$ cat src/include/msi_defines.svh
//////////////////////////////////////////////////
// Width and code macros for the MSI bridge
// Interrupt count, AXI4-Lite address/data/strobe
// widths, device and event id widths, throttle
// counter width and the OKAY response code
//////////////////////////////////////////////////

`ifndef MSI_DEFINES_SVH
`define MSI_DEFINES_SVH

// Number of level interrupt lines
`define MSI_NUM_IRQ 4

// AXI4-Lite write channel widths
`define MSI_ADDR_W 32
`define MSI_DATA_W 32
`define MSI_STRB_W 4

// Per-line configuration fields
`define MSI_DEVID_W 16
`define MSI_EVID_W 16

// Throttle down-counter width
`define MSI_THR_W 8

// AXI response codes
`define MSI_RESP_OKAY 2'b00

`endif

$ cat src/design/msi_pkg.sv
//////////////////////////////////////////////////
// Shared types of the MSI bridge
// Per-line configuration struct, captured message
// struct and the interrupt index width
//////////////////////////////////////////////////

`default_nettype none

`include "msi_defines.svh"

package msi_pkg;

  // Index width of one interrupt line
  localparam int msi_idx_w = (`MSI_NUM_IRQ > 1) ? $clog2(`MSI_NUM_IRQ) : 1;

  // One line's message configuration
  // device_id goes into the address, event_id into the data
  typedef struct packed {
    logic [`MSI_DEVID_W-1:0] device_id;
    logic [`MSI_EVID_W-1:0]  event_id;
  } msi_irq_cfg_t;

  // Captured message, payload of one AXI4-Lite write
  typedef struct packed {
    logic [`MSI_ADDR_W-1:0] addr;
    logic [`MSI_DATA_W-1:0] data;
    logic [`MSI_STRB_W-1:0] strb;
  } msi_msg_t;

endpackage

`default_nettype wire

$ cat src/design/msi_irq_pending.sv
//////////////////////////////////////////////////
// Interrupt edge detection and pending bits
// Sets a pending bit on each enabled rising edge,
// merges repeats, and picks the next line to serve
// round-robin from a rotating pointer
//////////////////////////////////////////////////

`timescale 1ns/1ps
`default_nettype none

`include "msi_defines.svh"

module msi_irq_pending
  import msi_pkg::*;
(
  input  logic                    clk,
  input  logic                    rst_n,
  input  logic [`MSI_NUM_IRQ-1:0] irq,
  input  logic [`MSI_NUM_IRQ-1:0] msi_enable,
  input  logic                    grant,
  output logic                    req_valid,
  output logic [msi_idx_w-1:0]    req_idx
);

  logic [`MSI_NUM_IRQ-1:0] irq_q;
  logic [`MSI_NUM_IRQ-1:0] irq_rise;
  logic [`MSI_NUM_IRQ-1:0] pending;
  logic [`MSI_NUM_IRQ-1:0] clear;
  logic [msi_idx_w-1:0]    rr_ptr;

  // Previous irq level, sampled through reset as well
  // so a line already high at reset release is no edge
  always_ff @(posedge clk) begin
    irq_q <= irq;
  end

  // Enabled rising edges only
  assign irq_rise = irq & ~irq_q & msi_enable;

  // One-hot clear of the granted line
  always_comb begin
    clear = '0;
    if (grant) begin
      clear[req_idx] = 1'b1;
    end
  end

  // Set wins over clear, so an edge on the grant cycle
  // leaves the line pending for another write
  always_ff @(posedge clk) begin
    if (!rst_n) begin
      pending <= '0;
    end else begin
      pending <= (pending & ~clear) | irq_rise;
    end
  end

  // Pointer moves one past each granted line
  always_ff @(posedge clk) begin
    if (!rst_n) begin
      rr_ptr <= '0;
    end else if (grant) begin
      if (req_idx == msi_idx_w'(`MSI_NUM_IRQ - 1)) begin
        rr_ptr <= '0;
      end else begin
        rr_ptr <= req_idx + 1'b1;
      end
    end
  end

  // First pending line at or after the pointer
  always_comb begin
    int  pos;
    logic found;
    found   = 1'b0;
    req_idx = '0;
    for (int k = 0; k < `MSI_NUM_IRQ; k++) begin
      pos = int'(rr_ptr) + k;
      // Wrap around the line count
      if (pos >= `MSI_NUM_IRQ) begin
        pos = pos - `MSI_NUM_IRQ;
      end
      if (!found && pending[pos]) begin
        found   = 1'b1;
        req_idx = msi_idx_w'(pos);
      end
    end
  end

  assign req_valid = |pending;

endmodule

`default_nettype wire

$ cat src/design/msi_throttle_timer.sv
//////////////////////////////////////////////////
// Throttle timer of the MSI bridge
// Down-counter loaded after each completed write,
// holds off new messages while nonzero
//////////////////////////////////////////////////

`timescale 1ns/1ps
`default_nettype none

`include "msi_defines.svh"

module msi_throttle_timer (
  input  logic                  clk,
  input  logic                  rst_n,
  input  logic                  done,
  input  logic                  throttle_en,
  input  logic [`MSI_THR_W-1:0] throttle_threshold,
  output logic                  hold
);

  logic [`MSI_THR_W-1:0] count;

  // Load on done, then count down to zero
  // Hold covers exactly threshold cycles after done
  always_ff @(posedge clk) begin
    if (!rst_n) begin
      count <= '0;
    end else if (done && throttle_en) begin
      count <= throttle_threshold;
    end else if (count != '0) begin
      count <= count - 1'b1;
    end
  end

  // Zero threshold gives no hold at all
  assign hold = (count != '0);

endmodule

`default_nettype wire

$ cat src/design/msi_message_format.sv
//////////////////////////////////////////////////
// Message formatter of the MSI bridge
// Builds address, data and strobe for the granted
// line and keeps them registered for the write
//////////////////////////////////////////////////

`timescale 1ns/1ps
`default_nettype none

`include "msi_defines.svh"

module msi_message_format
  import msi_pkg::*;
(
  input  logic                                 clk,
  input  logic                                 rst_n,
  input  logic                                 grant,
  input  logic [msi_idx_w-1:0]                 req_idx,
  input  logic [`MSI_ADDR_W-1:0]               msi_base_addr,
  input  msi_irq_cfg_t [`MSI_NUM_IRQ-1:0]      irq_cfg,
  output msi_msg_t                             msg
);

  // Bytes covered by the event id
  localparam int ev_bytes = (`MSI_EVID_W + 7) / 8;

  msi_irq_cfg_t cfg_sel;
  msi_msg_t     msg_next;

  // Configuration of the line being granted
  assign cfg_sel = irq_cfg[req_idx];

  // Base plus device id in word units, event id zero-extended
  always_comb begin
    msg_next.addr = msi_base_addr + `MSI_ADDR_W'({cfg_sel.device_id, 2'b00});
    msg_next.data = `MSI_DATA_W'(cfg_sel.event_id);
    msg_next.strb = `MSI_STRB_W'((1 << ev_bytes) - 1);
  end

  // Captured once per grant, stable for the whole write
  always_ff @(posedge clk) begin
    if (!rst_n) begin
      msg <= '0;
    end else if (grant) begin
      msg <= msg_next;
    end
  end

endmodule

`default_nettype wire

$ cat src/design/msi_write_fsm.sv
//////////////////////////////////////////////////
// Write sequencer of the MSI bridge
// Idle, grant, send and response states; drives
// AW and W together, takes the B response, and
// pulses done and error at the response
//////////////////////////////////////////////////

`timescale 1ns/1ps
`default_nettype none

`include "msi_defines.svh"

module msi_write_fsm
  import msi_pkg::*;
(
  input  logic                   clk,
  input  logic                   rst_n,
  input  logic                   req_valid,
  input  logic                   hold,
  input  msi_msg_t               msg,
  output logic                   grant,
  output logic                   done,
  output logic                   error,
  // AXI4-Lite write address channel
  output logic [`MSI_ADDR_W-1:0] awaddr,
  output logic                   awvalid,
  input  logic                   awready,
  // Write data channel
  output logic [`MSI_DATA_W-1:0] wdata,
  output logic [`MSI_STRB_W-1:0] wstrb,
  output logic                   wvalid,
  input  logic                   wready,
  // Write response channel
  input  logic [1:0]             bresp,
  input  logic                   bvalid,
  output logic                   bready
);

  typedef enum logic [1:0] {
    st_idle,
    st_grant,
    st_send,
    st_resp
  } state_t;

  state_t state;
  logic   aw_done;
  logic   w_done;
  logic   aw_hs;
  logic   w_hs;
  logic   send_end;

  // Channel handshakes this cycle
  assign aw_hs = awvalid && awready;
  assign w_hs  = wvalid && wready;

  // Both channels finished, in either order
  assign send_end = (aw_done || aw_hs) && (w_done || w_hs);

  always_ff @(posedge clk) begin
    if (!rst_n) begin
      state   <= st_idle;
      aw_done <= 1'b0;
      w_done  <= 1'b0;
    end else begin
      case (state)
        // Wait for a pending line outside the throttle window
        st_idle: begin
          if (req_valid && !hold) begin
            state <= st_grant;
          end
        end
        // Grant cycle, message captured by the formatter
        st_grant: begin
          aw_done <= 1'b0;
          w_done  <= 1'b0;
          state   <= st_send;
        end
        st_send: begin
          if (aw_hs) begin
            aw_done <= 1'b1;
          end
          if (w_hs) begin
            w_done <= 1'b1;
          end
          if (send_end) begin
            state <= st_resp;
          end
        end
        // One bvalid sample ends the write
        st_resp: begin
          if (bvalid) begin
            state <= st_idle;
          end
        end
        default: state <= st_idle;
      endcase
    end
  end

  assign grant = (state == st_grant);

  // Valids rise together, drop on their own handshakes
  assign awvalid = (state == st_send) && !aw_done;
  assign wvalid  = (state == st_send) && !w_done;
  assign bready  = (state == st_resp);

  // Payload straight from the captured message
  assign awaddr = msg.addr;
  assign wdata  = msg.data;
  assign wstrb  = msg.strb;

  // Completion and error pulses
  assign done  = bready && bvalid;
  assign error = done && (bresp != `MSI_RESP_OKAY);

endmodule

`default_nettype wire

$ cat src/design/axil_msi_gen.sv
//////////////////////////////////////////////////
// AXI4-Lite MSI generator, top level
// Pending logic, message formatter, write
// sequencer and throttle timer wired to the irq,
// configuration and write-only AXI4-Lite ports
//////////////////////////////////////////////////

`timescale 1ns/1ps
`default_nettype none

`include "msi_defines.svh"

module axil_msi_gen
  import msi_pkg::*;
(
  input  logic                            clk,
  input  logic                            rst_n,
  // Interrupt lines and per-line enables
  input  logic [`MSI_NUM_IRQ-1:0]         irq,
  input  logic [`MSI_NUM_IRQ-1:0]         msi_enable,
  // Message configuration
  input  logic [`MSI_ADDR_W-1:0]          msi_base_addr,
  input  msi_irq_cfg_t [`MSI_NUM_IRQ-1:0] irq_cfg,
  // Throttle configuration
  input  logic                            throttle_en,
  input  logic [`MSI_THR_W-1:0]           throttle_threshold,
  // Pulse on a non-OKAY response
  output logic                            error,
  // AXI4-Lite write-only initiator
  output logic [`MSI_ADDR_W-1:0]          awaddr,
  output logic                            awvalid,
  input  logic                            awready,
  output logic [`MSI_DATA_W-1:0]          wdata,
  output logic [`MSI_STRB_W-1:0]          wstrb,
  output logic                            wvalid,
  input  logic                            wready,
  input  logic [1:0]                      bresp,
  input  logic                            bvalid,
  output logic                            bready
);

  logic                 req_valid;
  logic [msi_idx_w-1:0] req_idx;
  logic                 grant;
  logic                 done;
  logic                 hold;
  msi_msg_t             msg;

  msi_irq_pending u_pending (
    .clk        (clk),
    .rst_n      (rst_n),
    .irq        (irq),
    .msi_enable (msi_enable),
    .grant      (grant),
    .req_valid  (req_valid),
    .req_idx    (req_idx)
  );

  msi_message_format u_format (
    .clk           (clk),
    .rst_n         (rst_n),
    .grant         (grant),
    .req_idx       (req_idx),
    .msi_base_addr (msi_base_addr),
    .irq_cfg       (irq_cfg),
    .msg           (msg)
  );

  msi_write_fsm u_fsm (
    .clk       (clk),
    .rst_n     (rst_n),
    .req_valid (req_valid),
    .hold      (hold),
    .msg       (msg),
    .grant     (grant),
    .done      (done),
    .error     (error),
    .awaddr    (awaddr),
    .awvalid   (awvalid),
    .awready   (awready),
    .wdata     (wdata),
    .wstrb     (wstrb),
    .wvalid    (wvalid),
    .wready    (wready),
    .bresp     (bresp),
    .bvalid    (bvalid),
    .bready    (bready)
  );

  msi_throttle_timer u_throttle (
    .clk                (clk),
    .rst_n              (rst_n),
    .done               (done),
    .throttle_en        (throttle_en),
    .throttle_threshold (throttle_threshold),
    .hold               (hold)
  );

endmodule

`default_nettype wire

$ cat config.mk
export PLATFORM = sky130hd
export DESIGN_NAME = axil_msi_gen
export DESIGN_NICKNAME = d
export VERILOG_FILES = /design/src/design/msi_pkg.sv /design/src/design/msi_irq_pending.sv /design/src/design/msi_throttle_timer.sv /design/src/design/msi_message_format.sv /design/src/design/msi_write_fsm.sv /design/src/design/axil_msi_gen.sv
export VERILOG_INCLUDE_DIRS = /design/src /design/src/include
export SDC_FILE = /design/constraint.sdc
export NUM_CORES = 1
export LEC_CHECK = 0
export ABC_AREA = 1
export BUFFER_PORTS_ARGS = -buffer_cell sky130_fd_sc_hd__buf_2
export CORE_MARGIN = 5
export CORE_UTILIZATION = 42
export DETAILED_ROUTE_END_ITERATION = 6
export GPL_ROUTABILITY_DRIVEN = 0
export GPL_TIMING_DRIVEN = 0
export PLACE_DENSITY = 0.72
export SETUP_SLACK_MARGIN = 0.15
export SYNTH_ARGS = -nofsm -noshare
export SYNTH_HDL_FRONTEND = slang
export SYNTH_SLANG_ARGS = --single-unit
$ cat constraint.sdc
create_clock -name clk -period 8.6 [get_ports clk]
set_clock_uncertainty 0.15 [all_clocks]
set_input_delay 1.72 -clock clk [delete_from_list [all_inputs] [get_ports clk]]
set_output_delay 1.72 -clock clk [all_outputs]
set_load 0.05 [all_outputs]
==> results.py <==
metrics = {
    "sta": {
        "hold_violations": 0,
        "relSlewSlack_pct": 51.18,
        "fin_hold_ws_ns": 0.3313,
        "period_minus_slack_ns": 4.380,
        "worst_slack_ns": 4.220,
        "finalSetupViolCount": 0,
        "rsz0062_at_grt": "no",
        "worstMarginPinSlew_ns": 0.7323,
        "period_share_pct": 50.93,
        "fmax_mhz": 228.3,
        "tns_ns": 0,
        "maxSlewViolCount": 0,
    },
    "yosys": {
        "avgSynthCellArea_um2": 5.835,
        "synth_top_area_cell": "dfxtp_1",
        "synth_top_area_share_pct": 24.38,
        "ys_seq_elements": 71,
        "synth.most_common_cell": "nor2_1",
        "synth_common_cells": "197 x nor2_1, 189 x nand2_1, 154 x inv_1",
        "synthFlopType": "dfxtp_1",
        "yosys.area_share.simple_pct": 37.69,
        "synthTopCellsByArea": "dfxtp_1 24%, nor2_1 13%, nand2_1 12%, inv_1 9.9%, nand3_1 8.7%",
        "synth_fa_ha_area_share_pct": 6.139,
        "synth_top_family_by_area": "simple AND/OR/NAND/NOR gates",
        "synthCells": 999,
        "synth_compound_area_share_pct": 12.43,
        "synth-xor-area-share_pct": 2.855,
        "synth-edff-count": 0,
        "async_reset_ff_share_pct": 0,
        "syn_area_mm2": 0.005829,
        "synth.distinct_cells": 43,
        "yosysWarnings": 0,
        "synthMuxAreaShare_pct": 0.1717,
        "ys_seq_area_share_pct": 24.38,
    },
    "clocking": {
        "clockBufferDepth": 2,
        "clock_sinks": 71,
        "cts_tree": "yes",
        "clk_latency_ns": 0.34,
        "cts_setup_buffers": 0,
        "htree_levels": 3,
        "clk_pin_slew_worst_paths_ns": 0.06,
        "holdBufCountCts": 0,
        "clock-root-buffer": "clkbuf_16",
        "cts_buffers": 9,
        "cts_resized": 0,
    },
    "run_status": {
        "outcome": "finished clean",
    },
    "route": {
        "drcViolationCount": 0,
        "drtIter0Drc": 389,
        "dr_total_vias": 7007,
        "post_drt_wl_per_cell_um": 13.81,
        "drtPass1Iterations": 5,
        "viasPerCell": 4.836,
        "antenna_left": 0,
        "wl_um": 20010,
    },
    "die": {
        "die_width_um": 127.8,
        "die-area_mm2": 0.01634,
        "ios": 256,
        "start_util_pct": 42.49,
        "die_y_um": 127.8,
        "core_mm2": 0.01372,
        "rows": 43,
    },
    "power": {
        "ir_drop_v": 0.0002811,
        "p_sw_share_pct": 54.88,
        "power_frac_comb_pct": 70.0,
        "p_sw_mw": 1.711,
        "power.leakage_nw": 4.431,
        "p_int_mw": 1.406,
        "seq_power_share_pct": 16.5,
        "p_clk_share_pct": 13.5,
        "p_per_area_mw_per_mm2": 407.6,
    },
    "min_path": {
        "hold_path.class": "flip-flop to flip-flop",
    },
    "setup_path": {
        "crit_buf_inv": 7,
        "required_ns": 8.69,
        "path_max_fanout": 11,
        "crit_top_cell": "nand2_1",
        "crit_chain": "buf_6 -> inv_4 -> nand2_1 -> nand3_1 -> inv_1 -> nor2_1 -> nand4_2 -> nand2_2 -> buf_6 -> buf_2 -> o21ai_1 -> nand2_1 -> ha_1 -> inv_1 -> fa_1 -> o21ai_0 -> a21oi_1 -> o21ai_2 -> nand2_1 -> o21ai_0 -> nand3_1 -> nand2_1 -> inv_1",
        "endpoint_kind": "flip-flop",
        "path_class": "flip-flop to flip-flop",
        "critical-path-top-delay-family": "compound AO/OA/AOI/OAI gates",
        "crit_slowest_cell": "o21ai_0",
        "worst_setup_path_start_kind": "flip-flop",
        "crit_arrival_ns": 4.47,
        "cp_slowest_stage_delay_ns": 0.42,
    },
    "run": {
        "maxCapViolCount": 0,
    },
    "global_route": {
        "grt-ovfl-total": 0,
        "grt_pass1_vias": 6555,
        "grt_usage_pct": 23.98,
        "grt_start_max_net_pins": 13,
        "grt_pass1_wl_um": 31310,
        "antenna_found_initial": 0,
    },
    "cells_and_area": {
        "nets": 1476,
        "drive_gt1_share_pct": 23.96,
        "diodes": 0,
        "area_growth_pct": 31.19,
        "nFillCells": 1484,
    },
    "place": {
        "preCtsSetupSlack_ns": 4.143,
        "hpwl_um": 16010,
        "io_buffers": 237,
    },
}
==> metrics by stage <==
stage | utilization (%) | total power, mW | cells | area, um^2
floorplan | - | 2.146 | 1016 | 5893
global placement | 53.24 | 2.665 | 1433 | 7305
detailed placement | 53.24 | 2.683 | 1433 | 7305
CTS | 55.74 | 3.120 | 1449 | 7647
global route | 55.74 | 3.410 | 1449 | 7647
finish | 55.74 | 3.117 | 1449 | 7647
==> worst paths after layout <==
kind	slack, ns	to	from	cells after the start
setup / recovery	4.22	u_format.msg[62]	u_pending.rr_ptr[0]	23
hold / removal	0.33	u_format.msg[52]	u_format.msg[52]	2
setup reg to reg	4.22	u_format.msg[62]	u_pending.rr_ptr[0]	23
hold reg to reg	0.33	u_format.msg[52]	u_format.msg[52]	2
==> registers in the layout, summed over array words and instances (netlist names) <==
register,flops
u_format.msg,49
u_throttle.count,8
u_fsm.w_done,1
u_pending.pending,4
u_pending.irq_q,4
u_fsm.aw_done,1
u_pending.rr_ptr,2
u_fsm.state,2
==> power by group through the flow <==
stage / combinational (mW) / clock [mW] / sequential (mW)
6_report: 2.18 / 0.422 / 0.514
5_1_grt: 2.44 / 0.446 / 0.527
4_1_cts: 2.18 / 0.429 / 0.513
3_5_place_dp: 2.17 / 0 / 0.517
3_3_place_gp: 2.15 / 0 / 0.515
2_1_floorplan: 1.35 / 0 / 0.800
==> logic make-up (layout without fill, tap and decap cells) <==
group / count (synthesis) / in the layout
AND/OR/NAND/NOR: 524 / 524
buffers and inverters: 220 / 473
AO/OA/AOI/OAI: 135 / 135
flip-flops: 71 / 71
adder cells (fa/ha/maj): 28 / 28
XOR/XNOR: 19 / 19
other: 1 / 18
multiplexers: 1 / 1
==> cell usage in the layout (no fill, tap or decap), types with 2 or more instances in the layout <==
cell type / n
a211oi_1: 3
a21oi_1: 39
a31oi_1: 2
buf_1: 5
buf_2: 249
buf_4: 22
buf_6: 3
bufinv_16: 2
clkbuf_1: 18
clkbuf_16: 9
clkbuf_8: 3
conb_1: 18
dfxtp_1: 71
ha_1: 27
inv_1: 154
inv_2: 4
nand2_1: 189
nand2_2: 3
nand3_1: 101
nand3b_1: 7
nand4_1: 7
nor2_1: 197
nor3_1: 11
nor4_1: 3
o211ai_1: 2
o21a_1: 2
o21ai_0: 64
o21ai_1: 15
o221ai_1: 3
xnor2_1: 6
xor2_1: 13
==> layout make-up <==
cell class | count | area (um^2) | share of cell area (%)
repair buffers | 237 | 1186 | 15.51
well taps | 180 | 225.2 | 2.945
clock inverters | 4 | 76.32 | 0.9980
clock buffers | 12 | 266.5 | 3.485
inverters | 160 | 603.1 | 7.886
multi-input cells | 725 | 3523 | 46.07
flip-flops and latches | 71 | 1421 | 18.59
plain buffers | 60 | 345.3 | 4.516
==> tightest hold or removal path, delay by kind of cell (launching register included) <==
| kind | cells | cell delay (ns) |
|---|---|---|
| AO/OA/AOI/OAI | 1 | 0.08 |
| buffers and inverters | 1 | 0.05 |
| flip-flops | 1 | 0.32 |
==> routing by layer <==
| layer | GRT usage (%) | vias to the layer above | part of all wire (%) |
|---|---|---|---|
| met5 | 0 | - | 0 |
| met4 | 7.928 | 0 | 2.3 |
| met2 | 41.13 | 233 | 49 |
| li1 | - | 3630 | - |
| met1 | 29.91 | 3104 | 42 |
| met3 | 5.042 | 40 | 7.1 |
No activity file was read; power rests on OpenSTA's default activity.
